<file path="config.mk">
export PLATFORM = sky130hd
export DESIGN_NAME = bestMatchRegister
export DESIGN_NICKNAME = d
export VERILOG_FILES = /design/src/nccPkg.sv /design/src/bestMatchRegister.sv
export SDC_FILE = /design/constraint.sdc
export NUM_CORES = 1
export LEC_CHECK = 0
export ABC_CLOCK_PERIOD_IN_PS = 6200
export BUFFER_PORTS_ARGS = -buffer_cell sky130_fd_sc_hd__buf_2
export CAP_MARGIN = 5
export CELL_PAD_IN_SITES_DETAIL_PLACEMENT = 1
export CELL_PAD_IN_SITES_GLOBAL_PLACEMENT = 2
export CORE_AREA = 2 2 128 130
export DETAILED_ROUTE_END_ITERATION = 7
export DIE_AREA = 0 0 130 132
export GPL_ROUTABILITY_DRIVEN = 0
export PLACE_DENSITY_LB_ADDON = 0.1
export SKIP_CTS_REPAIR_TIMING = 1
export SLEW_MARGIN = 30
export SYNTH_ARGS = -nofsm -noshare
export SYNTH_HDL_FRONTEND = slang
export SYNTH_SLANG_ARGS = --single-unit
</file>
<file path="constraint.sdc">
create_clock -name clk -period 6.2 [get_ports clk]
set_clock_uncertainty 0.05 [all_clocks]
set_input_delay 1.24 -clock clk [delete_from_list [all_inputs] [get_ports clk]]
set_output_delay 1.24 -clock clk [all_outputs]
set_load 0.02 [all_outputs]
</file>
<file path="src/nccPkg.sv">
package nccPkg;

	// bits per signed pixel
	parameter int pixelWidth = 9;

	// bits of the signed correlation score
	parameter int scoreWidth = 32;

	// one signed pixel, descriptor or window
	typedef logic signed [pixelWidth-1:0] pixel_t;

	// raw correlation score, sum of exact products
	typedef logic signed [scoreWidth-1:0] score_t;

	// window controller states
	typedef enum logic {
		WIN_WAIT,
		WIN_LOAD
	} winState_t;

endpackage
</file>
<file path="src/bestMatchRegister.sv">
`timescale 1ns/1ps

module bestMatchRegister #(
	parameter int indexWidth = 13
) (
	input  logic clk,
	input  logic rst,
	input  logic load,
	input  logic clear,
	input  nccPkg::score_t score,
	input  logic [indexWidth-1:0] windowIndex,
	output nccPkg::score_t bestScore,
	output logic [indexWidth-1:0] bestIndex
);

	logic isBetter;

	// strictly greater, so a tie keeps the older window
	assign isBetter = score > bestScore;

	always_ff @(posedge clk, posedge rst) begin
		if (rst) begin
			bestScore <= '0;
			bestIndex <= '0;
		end else if (clear) begin
			bestScore <= '0;
			bestIndex <= '0;
		end else if (load && isBetter) begin
			bestScore <= score;
			bestIndex <= windowIndex;
		end
	end

endmodule

</file>
==> results.sh <==
export IMPL_syn_nets=792
export IMPL_synth_cell_types=39
export IMPL_cpMostUsedCell="buf_4"
export IMPL_grt_pass1_wl_mm=33.71
export IMPL_grt_max_degree=96
export IMPL_area_growth_pct=11.36
export IMPL_p_sw_frac=0.4976
export IMPL_die_area_um2=17160
export IMPL_synth_area_um2=5597
export IMPL_worst_slew_pin_slew_ps=911.2
export IMPL_cpPeakStageDelay_ps=700
export IMPL_yosys_register_bits=45
export IMPL_intPower_uw=822.3
export IMPL_cp_max_fo=46
export IMPL_path_class="in -> reg"
export IMPL_cp_top_family="buffers and inverters"
export IMPL_cts_buffers=5
export IMPL_status="complete, no violations"
export IMPL_use_met1=0.3130
export IMPL_p_seq_frac=0.246
export IMPL_worstRegToRegCells=8
export IMPL_setup_viol=0
export IMPL_rsz0062_at_grt="no"
export IMPL_clk_latency_ps=310
export IMPL_vias=6058
export IMPL_grt_util_met3=0.03450
export IMPL_grt_overflow_total=0
export IMPL_top_usage_layer="met2"
export IMPL_htree_levels=2
export IMPL_synth_ff_type="dfrtp_1"
export IMPL_ant_nets=0
export IMPL_start_util=0.3562
export IMPL_endpoint_kind="flop"
export IMPL_cp_num_buf_inv=3
export IMPL_crit_slowest_cell="or4_2"
export IMPL_cap_viol_max_count=0
export IMPL_synth_edf_count=0
export IMPL_path_cells="buf_2 > ha_4 > nand4_4 > or4_2 > buf_4 > o21ai_4 > buf_4 > a221o_1"
export IMPL_dr_pass1_iters=5
export IMPL_fin_tns_setup_ps=0
export IMPL_dp_hpwl_mm=12.09
export IMPL_clock_power_share=0.175
export IMPL_cts_tree="built"
export IMPL_port_buffers=93
export IMPL_arrival_ps=4450
export IMPL_synth_seq_area_share=0.2012
export IMPL_grtUsageMet2=0.4136
export IMPL_drt_initial_drc_count=389
export IMPL_diodes=0
export IMPL_cts_root_buf="clkbuf_16"
export IMPL_ir_drop_mv=0.1440
export IMPL_clock_path_buffers=2
export IMPL_remaining_drc_errors=0
export IMPL_finalCritPeriodShare=0.6872
export IMPL_p_leak_nw=2.594
export IMPL_syn_area_per_cell_um2=7.871
export IMPL_relSlewSlack=0.3925
export IMPL_hp_class="reg -> reg"
export IMPL_comb_power_share=0.580
export IMPL_viasPerCell=6.404
export IMPL_clk_pin_slew_worst_paths_ps=80
export IMPL_grt_usage=0.2402
export IMPL_fillers=1947
export IMPL_hold_viol=0
export IMPL_core_um2=15710
export IMPL_start_kind="primary input"
export IMPL_io_pins=94
export IMPL_final_layout_size_suffix_gt1_frac=0.1986
export IMPL_detail_route_wl_per_cell_um=21.91
export IMPL_rows=46
export IMPL_slew_viol_final=0
export IMPL_period_minus_slack_ps=4261
export IMPL_first_global_vias=6413
export IMPL_p_per_area_nw_per_um2=262.6
export IMPL_cp_required_ps=6390
export IMPL_min_path_cells=4
export IMPL_drt_total_wl_mm=20.73
export IMPL_critical_path_cell_count=8
export IMPL_antenna_found_initial=0
export IMPL_final_nets=812
export IMPL_die_h_um=132
export IMPL_fmax_mhz=234.7
export IMPL_synth_cells=711
export IMPL_async_reset_ff_frac=1.000
export IMPL_power_switching_uw=814.5
export IMPL_ff_latch_area_um2=1126
export IMPL_clock_sinks=45
export IMPL_die_w_um=130
export IMPL_yosysWarnings=0
export IMPL_power_mw=1.637
export IMPL_multi_input_area_um2=3974
-- through the flow --
step                utilization  setup WS [ps]  hold WS (ps)  std cells  area (um^2)
CTS                      0.3964           1965         702.2        946         6228
detailed placement       0.3881           1646         683.1        940         6098
finish                   0.3966           1940         684.3        946         6232
global placement         0.3876           1748         671.1        940         6090
global route             0.3966           1817         748.4        946         6232
floorplan                     -           2757         707.2        711         5597
-- worst reg2reg max path, stage by stage, from the launching register on --
cell	delay [ps]
dfrtp_1	380
inv_1	110
ha_4	560
nand4_4	200
or4_2	700
buf_4	360
o21ai_4	540
buf_4	500
a221o_1	250
-- state kept, by name, summed over array words and instances (netlist names) --
name,count
bestScore,32
bestIndex,13
-- final cells by class --
cell class,count,area share
Multi-Input combinational cell,536,0.6376
Sequential cell,45,0.1807
Timing Repair Buffer,109,0.09697
Tap cell,216,0.04336
Inverter,34,0.02048
Clock buffer,5,0.02008
Clock inverter,1,0.0008031
-- synthesized netlist by cell type (3+ instances only) --
library cell | n | share of area
o221ai_1 | 35 | 0.055
o2111ai_1 | 45 | 0.070
nand3_1 | 38 | 0.034
or4_1 | 3 | 0.0040
o221ai_2 | 9 | 0.024
a21oi_1 | 14 | 0.013
nor2b_1 | 59 | 0.066
nand4_1 | 51 | 0.057
buf_2 | 16 | 0.014
o21ai_0 | 4 | 0.0036
a221o_1 | 44 | 0.079
and3_1 | 44 | 0.049
inv_1 | 33 | 0.022
dfrtp_1 | 45 | 0.20
nand2_1 | 54 | 0.036
buf_6 | 7 | 0.014
clkbuf_1 | 68 | 0.046
nand3_2 | 9 | 0.016
a22o_1 | 45 | 0.070
nor2_1 | 34 | 0.023
ha_1 | 32 | 0.072
buf_1 | 3 | 0.0020
-- placed cells by master, fill, tap and decap left out, types with 2 or more instances in the layout --
cell type   n
buf_2      92
nor2b_1    59
nand2_1    53
nand4_1    51
o2111ai_1  45
a22o_1     45
dfrtp_1    45
and3_1     44
a221o_1    44
nand3_1    38
o221ai_1   35
nor2_1     34
inv_1      32
ha_1       31
buf_4      15
a21oi_1    14
nand3_2     9
o221ai_2    9
clkbuf_16   5
o21ai_0     4
inv_2       2
or4_2       2
-- per-layer routing --
metal | part of all wire | up-vias
met5 | 0 | -
met4 | 0.011 | 0
met1 | 0.45 | 3081
li1 | - | 2834
met3 | 0.036 | 20
met2 | 0.50 | 123
-- cells by family (layout without fill, tap and decap cells) --
| logic type | after synthesis | after routing | share of synthesized area |
|---|---|---|---|
| AO/OA/AOI/OAI | 208 | 208 | 0.3336 |
| buffers and inverters | 130 | 149 | 0.1015 |
| adder cells (fa/ha/maj) | 32 | 32 | 0.07154 |
| AND/OR/NAND/NOR | 296 | 296 | 0.2922 |
| flip-flops | 45 | 45 | 0.2012 |
-- final timing paths --
path | startpoint | end | slack [ps]
min in group asynchronous | rst | bestScore[9] | 1060
worst max register to register | bestScore[31] | bestIndex[2] | 2480
max in group asynchronous | rst | bestIndex[2] | 4570
worst max-delay path | score[31] | bestIndex[2] | 1940
worst min-delay path | bestScore[5] | bestScore[5] | 680
worst min register to register | bestScore[5] | bestScore[5] | 680
-- power by group through the flow --
| stage | Combinational [mW] | Clock, mW | Sequential [mW] |
|---|---|---|---|
| finish | 0.949 | 0.286 | 0.402 |
| global route | 1.04 | 0.295 | 0.412 |
| CTS | 0.950 | 0.289 | 0.404 |
| detailed placement | 0.947 | 0 | 0.408 |
| global placement | 0.916 | 0 | 0.407 |
| floorplan | 0.577 | 0 | 0.487 |
Power figures use the tool's default switching activity.
