--- src/nccPkg.sv ---
package nccPkg;

	// bits per signed pixel
	parameter int pixelWidth = 9;

	// bits of the signed correlation score
	parameter int scoreWidth = 32;

	// one signed pixel, descriptor or window
	typedef logic signed [pixelWidth-1:0] pixel_t;

	// raw correlation score, sum of exact products
	typedef logic signed [scoreWidth-1:0] score_t;

	// window controller states
	typedef enum logic {
		WIN_WAIT,
		WIN_LOAD
	} winState_t;

endpackage
--- src/descriptorStore.sv ---
`timescale 1ns/1ps

module descriptorStore #(
	parameter int patchDim = 8,
	parameter int pixelsPerBeat = 4,
	parameter int beatWidth = 4
) (
	input  logic clk,
	input  logic rst,
	input  logic descReady,
	input  logic [beatWidth-1:0] beatIndex,
	input  logic [pixelsPerBeat*nccPkg::pixelWidth-1:0] descData,
	output logic [patchDim*patchDim*nccPkg::pixelWidth-1:0] descPixels
);

	localparam int pw = nccPkg::pixelWidth;
	localparam int numPixels = patchDim * patchDim;
	localparam int groupsPerRow = patchDim / pixelsPerBeat;

	nccPkg::pixel_t patch [numPixels];
	int unsigned beatRow;
	int unsigned beatGroup;

	// row and column group of the current beat
	always_comb begin
		beatRow = int'(beatIndex) / groupsPerRow;
		beatGroup = int'(beatIndex) % groupsPerRow;
	end

	always_ff @(posedge clk, posedge rst) begin
		if (rst) begin
			for (int p = 0; p < numPixels; p++) begin
				patch[p] <= '0;
			end
		end else if (descReady) begin
			// lowest column of the beat sits in the lowest bits
			for (int k = 0; k < pixelsPerBeat; k++) begin
				patch[beatRow*patchDim + beatGroup*pixelsPerBeat + k] <= descData[k*pw +: pw];
			end
		end
	end

	always_comb begin
		for (int p = 0; p < numPixels; p++) begin
			descPixels[p*pw +: pw] = patch[p];
		end
	end

endmodule

--- config.mk ---
export PLATFORM = sky130hd
export DESIGN_NAME = descriptorStore
export DESIGN_NICKNAME = d
export VERILOG_FILES = /design/src/nccPkg.sv /design/src/descriptorStore.sv
export SDC_FILE = /design/constraint.sdc
export NUM_CORES = 1
export LEC_CHECK = 0
export BUFFER_PORTS_ARGS = -buffer_cell sky130_fd_sc_hd__buf_2
export CAP_MARGIN = 20
export CORE_MARGIN = 2
export CORE_UTILIZATION = 30
export CTS_CLUSTER_SIZE = 40
export DETAILED_ROUTE_END_ITERATION = 10
export HOLD_SLACK_MARGIN = 0.1
export SLEW_MARGIN = 30
export SYNTH_ARGS = -nofsm -noshare
export SYNTH_HDL_FRONTEND = slang
export SYNTH_SLANG_ARGS = --single-unit
--- constraint.sdc ---
create_clock -name clk -period 21 [get_ports clk]
set_clock_uncertainty 0.15 [all_clocks]
set_input_delay 3.15 -clock clk [delete_from_list [all_inputs] [get_ports clk]]
set_output_delay 3.15 -clock clk [all_outputs]
set_load 0.05 [all_outputs]
==> tab_implementation.tex <==
\begin{tabular}{lr}
\hline
Metric & Value \\
\hline
\multicolumn{2}{l}{\textbf{STA}} \\
Pins Over Slew Limit & 0 \\
Max\_slew headroom & 42.0\% \\
Final clock period utilization by the worst path & 25.8\% \\
Worst hold margin & 347 ps \\
Crit path time final & 5420 ps \\
Post-Route Setup TNS & 0 ps \\
Achievable Freq & 185 MHz \\
Worst-margin pin slew & 871 ps \\
Unrepaired setup endpoints after global routing & no \\
Final count of hold timing violations & 0 \\
\# setup viols final & 0 \\
\multicolumn{2}{l}{\textbf{Power}} \\
Internal power component & 2.40 mW \\
Clock share of power & 26.0\% \\
Net switching fraction of the power & 42.3\% \\
Sw power & 1.76 mW \\
Peak supply drop & 0.0794 mV \\
Static leakage & 13.5 nW \\
Combinational share of power & 38.0\% \\
Power density over cell area & 150 mW/mm² \\
Seq pwr share & 36.0\% \\
\multicolumn{2}{l}{\textbf{Clocking}} \\
Setup repair bufs after CTS & 0 \\
Max Root-Sink Buffers & 3 \\
Clock transition at path regs & 60 ps \\
Clock root buffer master & clkbuf\_16 \\
Number of buffers created by CTS & 60 \\
Count of cells resized by post-cts repair & 0 \\
Number of H-tree branching levels & 2 \\
TritonCTS clock tree & done \\
Count of clock tree sinks & 576 \\
Clock latency at the later pin of the worst-skew pair & 600 ps \\
Hold\_buf cts & 0 \\
\multicolumn{2}{l}{\textbf{Global routing}} \\
Via count of the first global-routing pass & 14100 \\
Residual overflow from global routing & 0 \\
First-pass GRT wire length & 96400 µm \\
Overall track demand over capacity in global routing & 17.4\% \\
Number of antenna violations at the first check in global routing & 1 \\
Maximum number of pins on one net before global-route repair & 109 \\
\multicolumn{2}{l}{\textbf{Synth}} \\
Fraction of the yosys area taken by sequential cells & 66.7\% \\
Yosys cell types & 19 \\
Cell area after technology mapping & 0.0216 mm² \\
Mapped Nets & 1310 \\
Count of yosys warnings during synthesis & 0 \\
Async set-reset flop share out of synthesis & 100\% \\
Largest area contributor in the synthesized netlist & dfrtp\_1 \\
Flops \& latches, synth & 576 \\
Area share of the largest cell type after synthesis & 66.7\% \\
Synth Instances & 1267 \\
Prevailing post-synth register cell & dfrtp\_1 \\
Synthesized area per cell & 17.1 µm² \\
Post-synth EDFFs & 0 \\
Biggest area contributors in the synthesized netlist & dfrtp\_1 67\%, mux2\_2 28\%, mux2\_4 2.1\% \\
\multicolumn{2}{l}{\textbf{Detailed routing}} \\
Number of violations reported at the end of detailed-routing iteration 0 & 443 \\
Count of vias placed by the detailed router & 13200 \\
DRT Pass-1 Iters & 6 \\
Post-DRT Antenna Nets & 0 \\
Routed length per instance & 22.8 µm \\
Final routed wirelength across all metal layers & 65600 µm \\
DR DRC count & 0 \\
Mean number of vias per cell & 4.60 \\
\multicolumn{2}{l}{\textbf{Floorplan}} \\
Number of placement rows & 98 \\
Core ar. & 0.0714 mm² \\
Area of the die & 0.0742 mm² \\
IO Pins & 619 \\
Die Y-Extent & 272 µm \\
Die X & 272 µm \\
Starting density of the core & 30.3\% \\
\multicolumn{2}{l}{\textbf{Worst setup path}} \\
Data arrival time at the worst-slack endpoint & 5920 ps \\
Crit Path Category & input pin to async pin \\
Worst setup SP type & input pin \\
CP endpoint kind & async pin \\
Crit Path Max Fanout & 108 \\
Length in cells of the worst reg-to-reg path & 1 \\
Crit path required time & 21500 ps \\
Endpoint of the lowest-slack register-to-register path & descPixels[105] \\
Worst setup slack for register-to-register paths & 20040 ps \\
Worst R2R Start & descPixels[105] \\
\multicolumn{2}{l}{\textbf{Placement}} \\
Detailed Place HPWL & 45800 µm \\
IO buf count & 618 \\
Final GP Congestion & 0.767 \\
\multicolumn{2}{l}{\textbf{Finish}} \\
Number of diodes & 0 \\
Fillcell total & 6824 \\
Area grow syn2layout & 28.5\% \\
Flip-flop count of the largest register, all copies and words added & 576 \\
Fin util & 38.9\% \\
Nets & 1924 \\
Ratio of cells with drive above 1 in the final layout & 69.0\% \\
\multicolumn{2}{l}{\textbf{Min path}} \\
Start point of the worst min-delay path & descPixels[98] \\
End point of the most critical hold path & descPixels[98] \\
Kind of path behind the tightest hold check & register to register \\
Hold Path Depth & 1 \\
\multicolumn{2}{l}{\textbf{Run}} \\
MaxCap Viol Count & 0 \\
\multicolumn{2}{l}{\textbf{Run status}} \\
Outcome & finished, final reports clean \\
\hline
\end{tabular}
power by group through the flow:
stage / logic, mW / registers (mW) / clock network (mW)
global placement: 1.58 / 1.50 / 0
floorplan: 0.264 / 2.43 / 0
global route: 1.64 / 1.53 / 1.16
detailed placement: 1.59 / 1.52 / 0
finish: 1.58 / 1.50 / 1.08
CTS: 1.59 / 1.50 / 1.11
synthesized netlist by cell type, types with 2 or more instances:
cell type	count
dfrtp_1	576
mux2_2	545
buf_2	49
clkbuf_1	36
mux2_4	30
nor2_2	9
nand2b_1	4
buf_6	3
buf_4	2
nand2_1	2
nand3b_1	2
or3_1	2
layer usage:
metal / share of wire, % / GRT usage [%] / wire length [µm]
met1: 41 / 21.8 / 27200
met2: 48 / 28.7 / 31200
met3: 8.6 / 5.75 / 5620
met4: 2.5 / 4.97 / 1620
met5: 0 / 0 / 0
per-stage QoR:
stage	area (µm²)	total power, mW	std cells	worst slack, ps
2_1_floorplan	21600	2.69	1267	1590
3_3_place_gp	25700	3.09	2768	14350
3_5_place_dp	25700	3.11	2768	14220
4_1_cts	27700	4.21	2874	14890
5_1_grt	27800	4.33	2875	15140
6_report	27800	4.16	2875	15580
cells by family (layout without fill, tap and decap cells):
family | Yosys count | after routing | share of synthesized area [%]
multiplexers | 576 | 576 | 30.5
AND/OR/NAND/NOR | 24 | 24 | 0.781
flip-flops | 576 | 576 | 66.7
buffers and inverters | 91 | 749 | 2.00
final cells by class:
class,count,area [µm²],share of cell area [%]
inverters,1,11.3,0.0405
clock inverters,20,283,1.02
clock buffers,86,1740,6.27
well taps,950,1190,4.28
repair buffers,642,3310,11.9
flip-flops and latches,576,14400,51.9
multi-input cells,600,6830,24.6
layout by cell type, fill, tap and decap left out:
cell type and instances:
buf_6 4, nand2b_2 2, mux2_2 545, inv_6 1
clkbuf_8 12, nor2b_4 1, nor2_1 1, clkinv_2 11
clkinv_4 1, nand2b_1 2, clkbuf_1 13, nor2_4 9
clkbuf_16 61, nor3b_2 1, dfrtp_1 576, mux2_4 30
nand3_2 1, nand2_2 1, buf_2 618, nand2_1 1
buf_16 1, inv_8 1, nand3b_4 1, or3_2 2
buf_4 19, bufinv_16 7, nand3b_1 2, mux2_1 1
worst max path at each step:
stage / startpoint / to / slack [ps]
final: rst / descPixels[222] / 15580
after global routing: rst / descPixels[257] / 15140
after CTS: rst / descPixels[187] / 14890
after detailed placement: rst / descPixels[478] / 14220
after global placement: rst / descPixels[542] / 14350
after floorplan: rst / descPixels[0] / 1590
worst max-delay path, stage by stage:
cell and delay, ps:
buf_2 130, inv_8 460, buf_4 770, buf_6 580, buf_6 640
No activity file was read; power rests on OpenSTA's default activity.
