## config.mk

```make
export PLATFORM = sky130hd
export DESIGN_NAME = wrapCounter
export DESIGN_NICKNAME = d
export VERILOG_FILES = /design/src/wrapCounter.sv
export SDC_FILE = /design/constraint.sdc
export NUM_CORES = 1
export LEC_CHECK = 0
export BUFFER_PORTS_ARGS = -buffer_cell sky130_fd_sc_hd__buf_2
export CORE_AREA = 2 2 39 41
export DETAILED_ROUTE_END_ITERATION = 12
export DIE_AREA = 0 0 41 43
export GPL_TIMING_DRIVEN = 0
export SLEW_MARGIN = 20
export SYNTH_ARGS = -nofsm -noshare
export SYNTH_HDL_FRONTEND = slang
export SYNTH_SLANG_ARGS = --single-unit
```

## constraint.sdc

```tcl
create_clock -name clk -period 1.8 [get_ports clk]
set_input_delay 0.36 -clock clk [delete_from_list [all_inputs] [get_ports clk]]
set_output_delay 0.36 -clock clk [all_outputs]
set_load 0.05 [all_outputs]
```

## src/wrapCounter.sv

```systemverilog
`timescale 1ns/1ps

module wrapCounter #(
	parameter int width = 4,
	parameter longint modulus = 16
) (
	input  logic clk,
	input  logic rst,
	input  logic clear,
	input  logic enable,
	output logic [width-1:0] count
);

	localparam logic [width-1:0] lastCount = width'(modulus - 1);

	always_ff @(posedge clk, posedge rst) begin
		if (rst) begin
			count <= '0;
		end else if (clear) begin
			count <= '0;
		end else if (enable) begin
			// back to zero after the last value
			count <= (count == lastCount) ? '0 : count + 1'b1;
		end
	end

endmodule

```

==> results of run 1 <==
final cells by class:
cell class | count | area share
flip-flops and latches | 4 | 0.3463
multi-input cells | 16 | 0.3377
inverters | 1 | 0.01299
well taps | 16 | 0.06926
clock buffers | 3 | 0.07792
repair buffers | 8 | 0.1558
worst min path at each step:
stage	startpoint	end	slack (ns)	depth (start not counted)
floorplan	rst	count[0]$_DFFE_PP0P_	0.13	1
global placement	rst	count[2]$_DFFE_PP0P_	0.24	2
detailed placement	rst	count[2]$_DFFE_PP0P_	0.24	2
CTS	clear	count[0]$_DFFE_PP0P_	0.32	2
global route	clear	count[3]$_DFFE_PP0P_	0.34	2
finish	clear	count[0]$_DFFE_PP0P_	0.33	2
per-layer routing:
layer | routed length (um) | vias up | track usage | part of all wire
met5 | 0 | - | 0 | 0
met4 | 0 | 0 | 0.08000 | 0
met3 | 28 | 0 | 0.02094 | 0.070
met2 | 216 | 4 | 0.05938 | 0.54
met1 | 157 | 75 | 0.04276 | 0.39
li1 | - | 93 | - | -
cell usage in the layout (no fill, tap or decap), drive strengths merged:
cell / synthesis / routed
dlygate4sd3: 0 / 1
nor2: 2 / 2
dfrtp: 4 / 4
mux2i: 1 / 1
nand2: 3 / 3
inv: 1 / 1
nand2b: 1 / 1
clkbuf: 0 / 3
buf: 0 / 7
nand3: 1 / 1
ha: 1 / 1
or3: 1 / 1
o21ai: 1 / 1
nand3b: 1 / 1
a21oi: 3 / 3
xor2: 1 / 1
cells by family after synthesis:
| kind of cell | synth area share |
|---|---|
| adders and majority gates | 0.06210 |
| and+or+nand+nor | 0.2299 |
| xor gates and xnor gates | 0.04349 |
| buffers and inverters | 0.01862 |
| AOI/OAI and AO/OA | 0.09933 |
| muxes | 0.04969 |
| DFF | 0.4969 |
through the flow:
step / utilization / worst slack (ns)
after floorplan: - / 0.4662
after detailed placement: 0.1854 / 0.6975
after CTS: 0.2089 / 0.4842
after global routing: 0.2089 / 0.4675
final: 0.2089 / 0.4942
after global placement: 0.1854 / 0.7137
power groups by stage:
| stage | Sequential [uW] | Combinational (uW) | Clock [uW] |
|---|---|---|---|
| 5_1_grt | 99.2 | 36.7 | 117 |
| 6_report | 98.7 | 33.9 | 110 |
| 4_1_cts | 98.6 | 34.6 | 116 |
| 3_5_place_dp | 99.8 | 32.9 | 0 |
| 3_3_place_gp | 99.8 | 32.7 | 0 |
| 2_1_floorplan | 112 | 9.91 | 0 |
repair_timing:
item | CTS | global route
resized for setup | 0 | 0
hold buffers | 1 | 0
hold endpoints to repair | 4 | 0
==> metrics.cfg, run 1 <==
[power_and_ir_drop]
clkPwrFrac=0.453
seqPwrFrac=0.407
worst_ir_drop_vdd_v=0.0002536
pwr-share-comb=0.140
swShare=0.2568
p_int_uw=180.0
p_leak_uw=0.0001443
p_switching_uw=62.19
power_density_nw_per_um2=838.0
total_power_uw=242.2

[synth]
synth-main-ff-cell=dfrtp_1
synth_common_cells=dfrtp_1 (4), a21oi_1 (3), nand2_1 (2), nor2_1 (2)
syn_nets=26
synth_largest_area_cell=dfrtp_1
synth_top_area_share=0.4969
synth-seq-cells=4
ys_async_sr_fraction=1.000
synth.area.top_cells=dfrtp_1 (50%), a21oi_1 (7.5%), ha_1 (6.2%), mux2i_1 (5.0%), xor2_1 (4.3%)
yosysWarningCount=0
ys_seq_area_frac=0.4969
yosysUniqueCellTypes=14
synthCells=21
synth.most_common_cell=dfrtp_1
avgSynthCellArea_sq_um=9.593
syn-cell-area_sq_um=201.4
synth-edff-count=0

[setup_path]
end_kind=output port
critPathMaxFanout=6
critical_path_arrival_ns=0.95
r2r_cells=4
rr_endpoint=count[3]$_DFFE_PP0P_
critPathRequiredTime_ns=1.44
slowest_stage=dfrtp_1
critPathMaxStageDelay_ns=0.42
worstSetupStartpointType=flip-flop
path_depth=1
r2r_start=count[0]$_DFFE_PP0P_
path_buf_inv=1
rrSetupSlack_ns=0.69
path_cells=buf_2
path_class=flip-flop to output port
cp_top_family=flip-flops
crit_path_end=count[0]
startpoint=count[0]$_DFFE_PP0P_

[detailed_routing]
drc=0
vias=172
wl_per_cell_um=8.375
drt_iter0_drc=3
ant_nets=0
drt-total-wl_um=402
via_per_inst=3.583
first_pass_iters=3

[cts]
clk_latency_ns=0.23
cts_tree=yes
cts_buffers=3
numClockSinks=4
cts.clk_slew.worst_paths_ns=0.04
post_cts_buffers=0
htreeDepth=1
clock_path_buffers=2
clockRootBuffer=clkbuf_4

[sta]
setup_tns_ns=0
tightest_slew_ns=0.2496
period_share=0.7254
rsz0062_at_grt=no
skew_ns=0.001471
setup_viol=0
finalCriticalPeriod_ns=1.306
max_slew_margin=0.8348
hold_viol=0
slew_viol_final=0
whs_ns=0.3293
fmax_mhz=765.8

[finish]
final_area_sq_um=289.0
drive_above_1_share=0.3438
area_growth_pct=43.48
top_regs=count: 4 flops
multi_input_comb_area_sq_um=97.59
final_net_count=39
seq_area_sq_um=100.1
n_antenna_cell=0
largest_reg_flops=4
fillers=154
finalNonFillerCells=48
regMostFlops=count

[floorplan]
dieArea_sq_um=1763
die_x_um=41
io_pins=8
num_rows=14
die_h_um=43
start_util=0.1456
core_sq_um=1384

[place]
gp_congestion=0.6214
numPortBuffers=7
hpwl_um=325.8
placed_area_sq_um=256.5
dp_cells=44

[run_status]
status=finished clean

[min_path]
hold_class=input port to flip-flop

[global_route]
track_usage=0.04853
grt_pass1_wl_um=510
grt_max_degree=7
grt_overflow=0
grt_pass1_vias=152
antenna_found_initial=0

[flow_run]
drv_cap=0

Note: power is estimated with default switching activity, not from simulation.
==> run 2: changes to the inputs <==
Clock period 1.8 ns to 1.3 ns, I/O delays scaled along.
==> run 2 against run 1 <==
Against the previous run:
- utilization increased by 0.45 points
- count of clock-buffer cells in the layout increased by 1
- sequential power up 40%
- power is 45% higher
- critical path type unchanged
- largest cell class unchanged
- sequential share of layout area grew 0.11 points
- die area did not move
- clock power increased by 52%
- non-clock buffer count did not move
- combinational power grew 39%
==> metrics.cfg, run 2 (synthesis gave the netlist of run 1 again) <==
[setup_path]
critPathMaxFanout=6
slowest_stage=dfrtp_2
path_buf_inv=1
r2r_start=count[0]$_DFFE_PP0P_
worstSetupStartpointType=flip-flop
path_class=flip-flop to output port
rr_endpoint=count[3]$_DFFE_PP0P_
cp_top_family=flip-flops
r2r_cells=4
rrSetupSlack_ns=0.17
path_cells=buf_2
critPathRequiredTime_ns=1.04
critPathMaxStageDelay_ns=0.40
critical_path_arrival_ns=0.91
end_kind=output port

[finish]
top_regs=count: 4 flops
final_net_count=39
area_growth_pct=46.58
final_cell_mix=buf_2 (7), a21oi_1 (3), clkbuf_4 (3)
largest_reg_flops=4
mostFrequentLayoutCell=buf_2
fillers=159
seq_area_sq_um=102.6
regMostFlops=count
drive_above_1_share=0.3939
n_antenna_cell=0
multi_input_comb_area_sq_um=97.59

[sta]
period_share=0.9011
worst_slack_ns=0.1286
setup_tns_ns=0
rsz0062_at_grt=no
slew_viol_final=0
tightest_slew_ns=0.2495
hold_viol=0
finalCriticalPeriod_ns=1.171
max_slew_margin=0.8348
setup_viol=0
fmax_mhz=853.7
skew_ns=0.007533

[cts]
cts_tree=yes
cts.clk_slew.worst_paths_ns=0.04
cts_resized=0
ctsHoldBuffers=1
htreeDepth=1
clk_latency_ns=0.24
clockRootBuffer=clkbuf_4
clock_path_buffers=2
post_cts_buffers=0
cts_buffers=3
numClockSinks=4

[place]
hpwl_um=339.3
numPortBuffers=7
post-place-ws_ns=0.1855
gp_congestion=0.6214

[detailed_routing]
ant_nets=0
dr.max_layer_used=met3
wl_per_cell_um=8.592
first_pass_iters=2
met3_wirelength_um=25
met2WireLength_um=222
drc=0
vias=180
m1WireLength_um=173
via_per_inst=3.673
drt-total-wl_um=421
drt_iter0_drc=1

[floorplan]
die_x_um=41
dieArea_sq_um=1763
core_sq_um=1384
num_rows=14
die_h_um=43
start_util=0.1456
io_pins=8

[power_and_ir_drop]
seqPwrFrac=0.391
total_power_uw=352.3
swShare=0.2555
pwr-share-comb=0.134
power_density_nw_per_um2=1193
clkPwrFrac=0.475
p_int_uw=262.3
p_switching_uw=89.99
p_leak_uw=0.0001426
worst_ir_drop_vdd_v=0.0003572

[global_route]
grt_pass1_vias=162
grt_pass1_wl_um=572
grt_overflow=0
track_usage=0.05354
grt_max_degree=7
antenna_found_initial=0

[min_path]
hold_class=input port to flip-flop
hold-path-cell-count=2
min-delay-start=clear
min_to=count[0]$_DFFE_PP0P_

[run_status]
status=finished clean

[flow_run]
drv_cap=0

==> run 2: cell type report <==
class,count,share of cell area
Tap cell,16,0.06780
Inverter,1,0.01271
Multi-Input combinational cell,16,0.3305
Clock buffer,4,0.08898
Timing Repair Buffer,8,0.1525
Sequential cell,4,0.3475
==> run 2: metal layers <==
layer,up-vias,track usage
li1,95,-
met1,81,0.05574
met2,4,0.06250
met3,0,0.02094
met4,0,0.08000
met5,-,0
==> run 2: power groups by stage <==
stage	combinational [uW]	clock [uW]	sequential [uW]
after floorplan	13.7	0	156
after global placement	45.4	0	139
after detailed placement	45.5	0	139
after CTS	47.8	179	138
after global routing	51.4	183	138
final	47.2	167	138
==> run 2: how the worst max path moves through the flow <==
stage	cells after the start	to	slack, ns	from
finish	1	count[0]	0.13	count[0]$_DFFE_PP0P_
global route	1	count[0]	0.1	count[0]$_DFFE_PP0P_
CTS	1	count[0]	0.11	count[0]$_DFFE_PP0P_
detailed placement	4	count[3]$_DFFE_PP0P_	0.19	count[0]$_DFFE_PP0P_
global placement	4	count[3]$_DFFE_PP0P_	0.22	count[0]$_DFFE_PP0P_
floorplan	3	count[3]$_DFFE_PP0P_	0.04	count[2]$_DFFE_PP0P_
==> run 2: metrics by stage <==
stage | util | std cells | hold slack [ns] | cell area, sq um
finish | 0.2134 | 49 | 0.2207 | 295.3
global route | 0.2134 | 49 | 0.2275 | 295.3
CTS | 0.2134 | 49 | 0.2112 | 295.3
detailed placement | 0.1872 | 44 | 0.1433 | 259.0
global placement | 0.1872 | 44 | 0.1424 | 259.0
floorplan | - | 21 | 0.02595 | 203.9
